[config.mk]
export PLATFORM = sky130hd
export DESIGN_NAME = tl45_exec_top
export DESIGN_NICKNAME = d
export VERILOG_FILES = /design/src/hw/tl45_pkg.sv /design/src/hw/tl45_alu.sv /design/src/hw/tl45_branch_unit.sv /design/src/hw/tl45_exec_top.sv /design/src/hw/tl45_regfile.sv
export SDC_FILE = /design/constraint.sdc
export NUM_CORES = 2
export LEC_CHECK = 0
export BUFFER_PORTS_ARGS = -buffer_cell sky130_fd_sc_hd__buf_4
export CAP_MARGIN = 20
export CORE_MARGIN = 3
export CORE_UTILIZATION = 35
export DETAILED_ROUTE_END_ITERATION = 6
export PLACE_DENSITY_LB_ADDON = 0.25
export RECOVER_POWER = 50
export SYNTH_ARGS = -nofsm -noshare
export SYNTH_HDL_FRONTEND = slang
export SYNTH_SLANG_ARGS = --single-unit
[constraint.sdc]
create_clock -name i_clk -period 17 [get_ports i_clk]
set_clock_uncertainty 0.15 [all_clocks]
set_input_delay 3.4 -clock i_clk [delete_from_list [all_inputs] [get_ports i_clk]]
set_output_delay 3.4 -clock i_clk [all_outputs]
set_load 0.01 [all_outputs]
[src/hw/tl45_pkg.sv]
package tl45_pkg;

    parameter int DATA_W = 32;  // Machine word
    parameter int REG_W  = 4;   // Register index bits

    // Unlisted opcode values decode as NOP
    typedef enum logic [4:0] {
        OP_NOP  = 5'h00,
        OP_ADD  = 5'h01,
        OP_SUB  = 5'h02,
        OP_MUL  = 5'h03,
        OP_SHRA = 5'h05,
        OP_OR   = 5'h06,
        OP_XOR  = 5'h07,
        OP_AND  = 5'h08,
        OP_NOT  = 5'h09,
        OP_SHL  = 5'h0A,
        OP_SHR  = 5'h0B,
        OP_BR   = 5'h0C,
        OP_CALL = 5'h0D,
        OP_RET  = 5'h0E
    } opcode_e;

    // Jump conditions, x86 style
    typedef enum logic [3:0] {
        JO      = 4'd0,
        JNO     = 4'd1,
        JS      = 4'd2,
        JNS     = 4'd3,
        JE      = 4'd4,
        JNE     = 4'd5,
        JB      = 4'd6,
        JNB     = 4'd7,
        JBE     = 4'd8,
        JA      = 4'd9,
        JL      = 4'd10,
        JGE     = 4'd11,
        JLE     = 4'd12,
        JG      = 4'd13,
        JMP     = 4'd14,
        JMP_ALT = 4'd15  // Also unconditional
    } cond_e;

    typedef enum logic {
        MUL_IDLE = 1'b0,
        MUL_WAIT = 1'b1
    } mul_state_e;

    typedef struct packed {
        logic overflow;
        logic zero;
        logic carry;
        logic sign;
    } flags_t;

endpackage

[src/hw/tl45_alu.sv]
`timescale 1ns/1ps

module tl45_alu (
    input  logic                        i_clk,
    input  logic                        i_reset,
    input  logic                        i_valid,
    input  tl45_pkg::opcode_e           i_opcode,
    input  logic [tl45_pkg::REG_W-1:0]  i_dr,
    input  logic [tl45_pkg::DATA_W-1:0] i_sr1_val,
    input  logic [tl45_pkg::DATA_W-1:0] i_sr2_val,
    input  logic [tl45_pkg::DATA_W-1:0] i_target_offset,
    output logic                        o_ready,
    output logic                        o_flag_we,
    output tl45_pkg::flags_t            o_next_flags,
    input  logic                        i_taken,
    output logic                        o_wb_valid,
    output logic [tl45_pkg::REG_W-1:0]  o_wb_reg,
    output logic [tl45_pkg::DATA_W-1:0] o_wb_val,
    output logic                        o_redirect_valid,
    output logic [tl45_pkg::DATA_W-1:0] o_redirect_pc
);
    import tl45_pkg::*;

    localparam int SH_W = $clog2(DATA_W);

    logic [DATA_W:0]          b_eff;       // Operand b, negated for SUB
    logic [DATA_W:0]          sum;         // Carry in the top bit
    logic [DATA_W-1:0]        result;
    logic [SH_W-1:0]          shamt;
    logic                     shamt_big;   // Shift out of range
    logic signed [DATA_W-1:0] sra_val;
    logic                     arith;
    logic                     set_flags;
    logic                     writes_back;
    logic                     is_branch;
    logic                     mul_start;   // MUL seen for the first time
    logic                     accept;
    mul_state_e               mul_state;
    logic [DATA_W-1:0]        mul_prod;

    always_comb begin
        arith       = 1'b0;
        set_flags   = 1'b0;
        writes_back = 1'b0;
        case (i_opcode)
            OP_ADD, OP_SUB: begin
                arith       = 1'b1;
                set_flags   = 1'b1;
                writes_back = 1'b1;
            end
            OP_AND, OP_OR, OP_XOR, OP_NOT: begin
                set_flags   = 1'b1;
                writes_back = 1'b1;
            end
            OP_MUL, OP_SHL, OP_SHR, OP_SHRA, OP_CALL, OP_RET: begin
                writes_back = 1'b1;
            end
            default: writes_back = 1'b0;  // NOP, BR and unused codes
        endcase
    end

    assign is_branch = (i_opcode == OP_BR);

    assign b_eff = (i_opcode == OP_SUB) ? (~{1'b0, i_sr2_val} + 1'b1) : {1'b0, i_sr2_val};
    assign sum   = {1'b0, i_sr1_val} + b_eff;

    assign shamt     = i_sr2_val[SH_W-1:0];
    assign shamt_big = (i_sr2_val[DATA_W-1:SH_W] != '0);
    assign sra_val   = $signed(i_sr1_val) >>> shamt;

    always_comb begin
        case (i_opcode)
            OP_ADD, OP_SUB: result = sum[DATA_W-1:0];
            OP_AND:  result = i_sr1_val & i_sr2_val;
            OP_OR:   result = i_sr1_val | i_sr2_val;
            OP_XOR:  result = i_sr1_val ^ i_sr2_val;
            OP_NOT:  result = ~i_sr1_val;
            OP_RET:  result = i_sr2_val + DATA_W'(4);  // Pop
            OP_CALL: result = i_sr2_val - DATA_W'(4);  // Push
            OP_SHL:  result = shamt_big ? '0 : (i_sr1_val << shamt);
            OP_SHR:  result = shamt_big ? '0 : (i_sr1_val >> shamt);
            OP_SHRA: result = shamt_big ? {DATA_W{i_sr1_val[DATA_W-1]}} : sra_val;
            OP_MUL:  result = mul_prod;
            default: result = i_sr1_val;
        endcase
    end

    // Carry and overflow only mean something for ADD and SUB
    assign o_next_flags.zero     = (result == '0);
    assign o_next_flags.sign     = result[DATA_W-1];
    assign o_next_flags.carry    = arith & sum[DATA_W];
    assign o_next_flags.overflow = arith &
                                   (i_sr1_val[DATA_W-1] == b_eff[DATA_W-1]) &
                                   (result[DATA_W-1] != i_sr1_val[DATA_W-1]);

    // First cycle of a MUL is the only stall
    assign mul_start = i_valid && (i_opcode == OP_MUL) && (mul_state == MUL_IDLE);
    assign o_ready   = !mul_start;
    assign accept    = i_valid && o_ready;
    assign o_flag_we = accept && set_flags;

    always_ff @(posedge i_clk) begin
        if (i_reset) begin
            mul_state        <= MUL_IDLE;
            o_wb_valid       <= 1'b0;
            o_redirect_valid <= 1'b0;
        end else begin
            mul_state        <= mul_start ? MUL_WAIT : MUL_IDLE;
            o_wb_valid       <= accept && writes_back;
            o_redirect_valid <= accept && is_branch && i_taken;
        end
    end

    always_ff @(posedge i_clk) begin
        if (mul_start) begin
            mul_prod <= i_sr1_val * i_sr2_val;  // Low word of the product
        end
        if (accept) begin
            o_wb_reg      <= i_dr;
            o_wb_val      <= result;
            o_redirect_pc <= i_sr1_val + i_target_offset;
        end
    end

endmodule

[src/hw/tl45_branch_unit.sv]
`timescale 1ns/1ps

module tl45_branch_unit (
    input  logic             i_clk,
    input  logic             i_reset,
    input  logic             i_flag_we,
    input  tl45_pkg::flags_t i_next_flags,
    input  tl45_pkg::cond_e  i_jmp_cond,
    output logic             o_taken
);
    import tl45_pkg::*;

    flags_t flags;
    logic   below_eq;  // Unsigned less or equal
    logic   less;      // Signed less than

    always_ff @(posedge i_clk) begin
        if (i_reset) begin
            flags <= '0;
        end else if (i_flag_we) begin
            flags <= i_next_flags;
        end
    end

    assign below_eq = flags.carry | flags.zero;
    assign less     = flags.sign ^ flags.overflow;

    // Evaluated on the stored flags only
    always_comb begin
        case (i_jmp_cond)
            JO:      o_taken = flags.overflow;
            JNO:     o_taken = !flags.overflow;
            JS:      o_taken = flags.sign;
            JNS:     o_taken = !flags.sign;
            JE:      o_taken = flags.zero;
            JNE:     o_taken = !flags.zero;
            JB:      o_taken = flags.carry;
            JNB:     o_taken = !flags.carry;
            JBE:     o_taken = below_eq;
            JA:      o_taken = !below_eq;
            JL:      o_taken = less;
            JGE:     o_taken = !less;
            JLE:     o_taken = flags.zero | less;
            JG:      o_taken = !(flags.zero | less);
            default: o_taken = 1'b1;  // JMP
        endcase
    end

endmodule

[src/hw/tl45_exec_top.sv]
`timescale 1ns/1ps

module tl45_exec_top #(
    parameter int NUM_REGS = 16
) (
    input  logic                        i_clk,
    input  logic                        i_reset,
    input  logic                        i_in_valid,
    input  tl45_pkg::opcode_e           i_opcode,
    input  logic [tl45_pkg::REG_W-1:0]  i_dr,
    input  logic [tl45_pkg::REG_W-1:0]  i_sr1,
    input  logic [tl45_pkg::REG_W-1:0]  i_sr2,
    input  tl45_pkg::cond_e             i_jmp_cond,
    input  logic [tl45_pkg::DATA_W-1:0] i_target_offset,
    output logic                        o_in_ready,
    output logic                        o_wb_valid,
    output logic [tl45_pkg::REG_W-1:0]  o_wb_reg,
    output logic [tl45_pkg::DATA_W-1:0] o_wb_val,
    output logic                        o_redirect_valid,
    output logic [tl45_pkg::DATA_W-1:0] o_redirect_pc
);
    import tl45_pkg::*;

    logic [DATA_W-1:0] sr1_val;
    logic [DATA_W-1:0] sr2_val;
    logic              flag_we;
    flags_t            next_flags;
    logic              taken;

    // Writeback feeds the register file and its bypass
    tl45_regfile #(
        .NUM_REGS (NUM_REGS)
    ) i_regfile (
        .i_clk      (i_clk),
        .i_reset    (i_reset),
        .i_rd_a     (i_sr1),
        .i_rd_b     (i_sr2),
        .o_rd_a_val (sr1_val),
        .o_rd_b_val (sr2_val),
        .i_wr_en    (o_wb_valid),
        .i_wr_reg   (o_wb_reg),
        .i_wr_val   (o_wb_val)
    );

    tl45_alu i_alu (
        .i_clk            (i_clk),
        .i_reset          (i_reset),
        .i_valid          (i_in_valid),
        .i_opcode         (i_opcode),
        .i_dr             (i_dr),
        .i_sr1_val        (sr1_val),
        .i_sr2_val        (sr2_val),
        .i_target_offset  (i_target_offset),
        .o_ready          (o_in_ready),
        .o_flag_we        (flag_we),
        .o_next_flags     (next_flags),
        .i_taken          (taken),
        .o_wb_valid       (o_wb_valid),
        .o_wb_reg         (o_wb_reg),
        .o_wb_val         (o_wb_val),
        .o_redirect_valid (o_redirect_valid),
        .o_redirect_pc    (o_redirect_pc)
    );

    tl45_branch_unit i_branch_unit (
        .i_clk        (i_clk),
        .i_reset      (i_reset),
        .i_flag_we    (flag_we),
        .i_next_flags (next_flags),
        .i_jmp_cond   (i_jmp_cond),
        .o_taken      (taken)
    );

endmodule

[src/hw/tl45_regfile.sv]
`timescale 1ns/1ps

module tl45_regfile #(
    parameter int NUM_REGS = 16
) (
    input  logic                        i_clk,
    input  logic                        i_reset,
    input  logic [tl45_pkg::REG_W-1:0]  i_rd_a,
    input  logic [tl45_pkg::REG_W-1:0]  i_rd_b,
    output logic [tl45_pkg::DATA_W-1:0] o_rd_a_val,
    output logic [tl45_pkg::DATA_W-1:0] o_rd_b_val,
    input  logic                        i_wr_en,
    input  logic [tl45_pkg::REG_W-1:0]  i_wr_reg,
    input  logic [tl45_pkg::DATA_W-1:0] i_wr_val
);
    import tl45_pkg::*;

    logic [DATA_W-1:0] regs [NUM_REGS];
    logic              wr_hit;      // Write lands in a real register
    logic [REG_W-1:0]  rd_idx [2];
    logic [DATA_W-1:0] rd_val [2];

    // r0 is never written, so it keeps its reset value of zero
    assign wr_hit = i_wr_en && (i_wr_reg != '0) && (int'(i_wr_reg) < NUM_REGS);

    always_ff @(posedge i_clk) begin
        if (i_reset) begin
            for (int i = 0; i < NUM_REGS; i++) begin
                regs[i] <= '0;
            end
        end else if (wr_hit) begin
            regs[i_wr_reg] <= i_wr_val;
        end
    end

    assign rd_idx[0] = i_rd_a;
    assign rd_idx[1] = i_rd_b;

    // Both read ports share the same bypass logic
    for (genvar p = 0; p < 2; p++) begin : g_rd
        logic unmapped;  // r0 or beyond NUM_REGS

        assign unmapped  = (rd_idx[p] == '0) || (int'(rd_idx[p]) >= NUM_REGS);
        assign rd_val[p] = unmapped                          ? '0 :
                           (wr_hit && i_wr_reg == rd_idx[p]) ? i_wr_val :  // Pending writeback
                                                               regs[rd_idx[p]];
    end

    assign o_rd_a_val = rd_val[0];
    assign o_rd_b_val = rd_val[1];

endmodule

After elaboration in Yosys (flattened, before gate mapping):

Memories as Yosys holds them, arrays and structs flattened.
Cells that the tools add are included.

* add/subtract/negate cells: 5
* $mul: 1
* divide/modulo/power cells: 0
* magnitude comparators: 0
* equal/unequal tests: 30
* shifts and indexed selects: 3
* multiplexer cells: 22
* bitwise gates (word level): 12
* reduce and logical (&&, ||, !) cells: 28

Operator list (number)
* $pmux W32 S11: 1
* $mux W32: 8
* $eq A5 B4 Y1 const B: 7
* $add A32 B33 Y33: 1
* $add A33 B1 Y33 const B: 1
* $mux W33: 1
* $not A32 Y33: 1
* $add A32 B3 Y32 const B: 1
* $add A32 B32 Y32: 1
* $and A32 B32 Y32: 1
* $logic_not A32 Y1: 1
* $mul A32 B32 Y32: 1
* $not A32 Y32: 1
* $or A32 B32 Y32: 1
* $reduce_or A32 Y1: 1
* $shl A32 B5 Y32: 1
* $shr A32 B5 Y32: 1
* $sshr A32 B5 Y32: 1
* $sub A32 B3 Y32 const B: 1
* $xor A32 B32 Y32: 1
* $reduce_bool A27 Y1: 1
* $eq A4 B4 Y1 const B: 6
* $eq A4 B3 Y1 const B: 4
* $eq A5 B3 Y1 const B: 3
* 21 further kinds: 54

* flip-flop bits (word level): 107
* bits in latches: 0
* RAM bits: 512
* ROM bits: 0
* output and inout bits: 71
* word-level logic and storage cells: 113
* memories: 1

Memories
* i_regfile.regs: depth 16, width 32, rd ports 2, clocked after memory_dff 0, wr ports 16, line tl45_regfile.sv:18 `logic [DATA_W-1:0] regs [NUM_REGS];`

Logic depth before layout (Yosys ltp):

* depth after elaboration: 12
* depth in mapped cells: 45

Modules after synthesis:

A second synthesis with hierarchy kept.

* cells, all modules: 5492
* area total of the unflattened synthesis: 59602.2 µm²

Modules (own cells, without submodules)
* tl45_alu: times used 1, cells an instance 3720, area each 31372.6 µm², sequential area each 3062.9 µm²
* tl45_regfile: times used 1, cells an instance 1738, area each 27953.1 µm², sequential area each 15374.7 µm²
* tl45_branch_unit: times used 1, cells an instance 34, area each 276.5 µm², sequential area each 80.1 µm²

Least setup slack after synthesis:

OpenSTA, ideal clock, no wires.

* kind: input -> register
* start: input port i_sr2[0] (netlist name)
* end: register i_alu.mul_prod[31] (data pin)
* library setup time: 259 ps
* data arrival time: 13624 ps
* slack: 2967 ps
* stages on the path: 43
* path buffers: 12
* cell sequence: buf_6 buf_12 buf_12 buf_6 buf_4 buf_4 mux2i_1 o22ai_1 nor3_1 a21oi_1 inv_1 clkbuf_1 buf_1 clkbuf_1 buf_1 buf_1 buf_1 nor2_1 [7 not listed] ha_1 fa_1 fa_1 ha_1 a21oi_1 o21ai_0 a211oi_1 o31ai_1 o41ai_1 o211ai_1 or4_1 a31oi_1 nor2b_1 o21a_1 o21ai_0 nand2b_1 a21oi_1 xnor2_1

* cells in the longest elaborated chain, start to end: 5

RTL lines
* start, declared: line tl45_exec_top.sv:12 `input logic [tl45_pkg::REG_W-1:0] i_sr2,`
* branches (longest 3 deep; another with $mem_v2 Z16 W32)
* $mux W32 *: line tl45_regfile.sv:44 `assign rd_val[p] = unmapped ? '0 :`
* $mul A32 B32 Y32 *: line tl45_alu.sv:116 `mul_prod <= i_sr1_val * i_sr2_val;`
* end signal, assigned: line tl45_alu.sv:116
* end, declared: line tl45_alu.sv:39 `logic [DATA_W-1:0] mul_prod;`

Every way passes the cells marked *.
A chain may end at the register's enable or synchronous reset.

Worst setup path in the final report:

* start: input port i_sr2[0] (netlist name)
* end: register i_branch_unit.flags[2] (netlist name)

* cells in the longest elaborated chain, start to end: 10

RTL lines
* branches (longest 3 deep; another with $mem_v2 Z16 W32)
* $mux W32 *: line tl45_regfile.sv:44
* $not A32 Y33: line tl45_alu.sv:64 `assign b_eff = (i_opcode == OP_SUB) ? (~{1'b0, i_sr2_val} + 1'b1) : {1'b0, i_sr2_val};`
* $add A33 B1 Y33: line tl45_alu.sv:64
* $mux W33: line tl45_alu.sv:64
* $add A32 B33 Y33: line tl45_alu.sv:65 `assign sum = {1'b0, i_sr1_val} + b_eff;`
* $pmux W32 S11 *: line tl45_alu.sv:72 `case (i_opcode)`
* via i_alu.result[20]: line tl45_alu.sv:28 `logic [DATA_W-1:0] result;`
* $logic_not A32 Y1 *: line tl45_alu.sv:89 `assign o_next_flags.zero = (result == '0);`
* end signal, assigned: line tl45_branch_unit.sv:21 `flags <= i_next_flags;`
* end, declared: line tl45_branch_unit.sv:13 `flags_t flags;`

Mark *: on every way through the listed nets, which the timed path passes.

==> results.md <==
* Synthesized area at around 0.058 mm2
* Worst min path class: reg2reg
* Post-layout minimum cycle time at 14.02 ns
* Routed Antenna Nets at 0
* Highest net fanout along the worst path at 71
* Vias at 47168
* Post-CTS setup buffers at 0
* CP peak stage delay at ~0.84 ns
* Yosys top cell area share at 0.319
* Via density at 5.95
* Max-slew headroom at -1.01
* Vias in the first global route at 48058
* Layout cells sized above 1 at 0.112
* Post-Syn Instances at approximately 5700
* Static leakage at approximately 0.026 uW
* Critical path class: in2reg
* Rows at between 100 and 150
* Xor-xnor portion of the synthesized cell area at 0.0301
* Simple-Gate Fraction of Synth Area at 0.151
* First-pass GRT wire length at between 300000 and 400000 um
* Max layer used: met5
* Buffers on Ports at between 100 and 150
* Area Growth Syn to Fin at 10.7%
* CP max stage cell: nor4bb_1
* Violated checks: capacitance limit, slew limit
* Clk pin slew, worst setup/hold paths at around 0.06 ns
* Routed WL at between 200000 and 250000 um
* Die height at around 410 um
* Final worst-path cycle share at 0.825
* Avg Cell Area, Syn at 10.2 um2
* Commonest non-fill, non-tap cells in the layout: edfxtp_1, inv_1, nand2_1
* Fmax at around 71 MHz
* Die Wd at about 400 um
* Slew Limit Fails at about 700
* Adder-Cell Fraction of Synth Area at 0.203
* Post-synth cell types at just under 100
* Total CTS buffers at 74
* Gpl congestion at a little over 1
* Worst Hold Slack at roughly 0.37 ns
* DR WL met2 at about 110000 um
* Max Cap Violations at 23
* Nets at ~6400
* Complex-gate fraction of the synthesized area at 0.118
* HPWL after DPL at ~170000 um
* Worst skew pair latency at 0.72 ns
* Worst-Margin Slew at around 3 ns
* Largest net degree at the start of global routing at about 70
* # DRC at 0
* CTS Buffer Depth at 3
* Worst setup EP type: register
* WL met3 at between 20000 and 30000 um
* H-tree levels at 3
* Yosys Warn Count at 0
* Max reg flops at between 500 and 600
* Die area at around 0.17 mm2
* Synth top area cells: edfxtp_1, fa_1, ha_1
* Clock root cell: clkbuf_16
* Gr ovfl total at 0
* Sequential area share after synthesis at 0.322
* Initial antenna violation count at 15
* CTS Hold Bufs at 0
* Final Hold Violating Endpoints at 0
* Top cell type by total area after synthesis: edfxtp_1
* CTS tree: done
* PostCTS Resize Cnt at 0
* Peak VDD IR at 0.000262 V
* Synthesized flop and latch total at 619
* Multiplexer share of the synthesized area at 0.112
* WP data required at between 15 and 20 ns
* Number of enable flip-flop cells after synthesis at slightly above 600
* Arrival time at the worst endpoint at roughly 14 ns
* Initial Util at 0.353
* Most common flop cell mapped by yosys: edfxtp_1
* IO Pins at 127
* Total GRT Usage at 0.289
* Drt wl/cell at roughly 31 um
* Leading cell type in the layout, fill and taps excluded: edfxtp_1
* Setup Viol. Count Final at 0
* Clk sinks at 619
* Setup TNS at 0 ns
* Largest Register: i_regfile.regs
* Iter 0 DRT Violations at about 5600
* P per Cell Area at 139 mW/mm2
* Main combinational cell family by area after synthesis: adder cells
* Startpoint class of the critical path: input port
* Core Region at roughly 0.16 mm2
* Synth async-reset ratio at 0
* Drt first pass iters at 6
* Number of fill cells in the layout at between 15000 and 20000
* RSZ-0062 raised after global routing: no
* Wire length on met1 at a little under 100000 um
* Status: finished with violations
==> power by group <==
part | leakage, uW | internal, uW | switching [uW] | total (uW)
Clock | 0.00118 | 906 | 722 | 1630
Combinational | 0.0182 | 2130 | 3070 | 5200
Sequential | 0.00628 | 1940 | 97.9 | 2040
==> worst max-delay path, delay by kind of cell <==
kind                       cells  cell delay (ns)
AOI/OAI and AO/OA              9             2.76
and+or+nand+nor               11             4.74
muxes                          1             0.24
xor gates and xnor gates       2             0.30
adders and majority gates      1             0.37
buffers and inverters          7             2.55
==> synth_stat cells (23+ instances only) <==
master and count:
buf_1 50, nand2_1 457, o21ai_0 159, o21a_1 27, o31ai_1 45, ha_1 279
a22oi_1 25, nor2b_1 27, buf_2 61, and2_1 490, inv_1 490, a22o_1 60
a21o_1 35, nor3_1 135, o211ai_1 39, nand2b_1 23, nand3_1 50, a31oi_1 30
fa_1 411, nor2_1 452, xor2_1 36, a21oi_1 213, or2_2 27, mux4_2 143
edfxtp_1 612, a221oi_1 30, o22ai_1 164, mux2i_1 316, xnor2_1 162, clkbuf_1 265
a211oi_1 40
==> kinds of logic after synthesis <==
logic type      Yosys count
flops                   619
other cells               1
xor+xnor                198
simple gates           1768
buf+inv                 915
compound gates         1012
mux                     466
fa+ha+maj               690
==> worst paths after layout <==
check / start / end / slack (ns) / depth (start not counted)
setup / recovery: i_sr2[0] / i_branch_unit.flags[2] / 2.98 / 31
hold / removal: i_branch_unit.flags[0] / i_branch_unit.flags[0] / 0.37 / 2
setup reg to reg: i_alu.o_wb_reg[3] / i_branch_unit.flags[2] / 5.35 / 29
hold reg to reg: i_branch_unit.flags[0] / i_branch_unit.flags[0] / 0.37 / 2
==> routing by layer <==
metal | up-vias | global-route usage
met5 | - | 0
met4 | 6 | 0.146
met3 | 689 | 0.0749
met2 | 2766 | 0.452
met1 | 23769 | 0.371
li1 | 19938 | -
==> area by class of cell <==
cell class / count / area, um2 / area share
diodes: 8 / 20.0 / 0.000314
clock buffers: 86 / 1900 / 0.0298
clock inverters: 46 / 517 / 0.00811
inverters: 516 / 1940 / 0.0304
multi-input cells: 4166 / 35900 / 0.564
flip-flops and latches: 619 / 18500 / 0.291
well taps: 2175 / 2720 / 0.0427
repair buffers: 315 / 2200 / 0.0346
==> stage by stage <==
| stage | utilization | power [uW] | cell area (um2) | std cells | worst slack [ns] |
|---|---|---|---|---|---|
| 2_1_floorplan | - | 5610 | 57700 | 5700 | 2.97 |
| 3_3_place_gp | 0.377 | 7230 | 61500 | 7787 | 1.98 |
| 3_5_place_dp | 0.377 | 7200 | 61500 | 7790 | 2.50 |
| 4_1_cts | 0.392 | 8930 | 63900 | 7922 | 3.14 |
| 5_1_grt | 0.391 | 9480 | 63700 | 7923 | 2.59 |
| 6_report | 0.391 | 8870 | 63700 | 7931 | 2.98 |
Note: power is estimated with default switching activity, not from simulation.
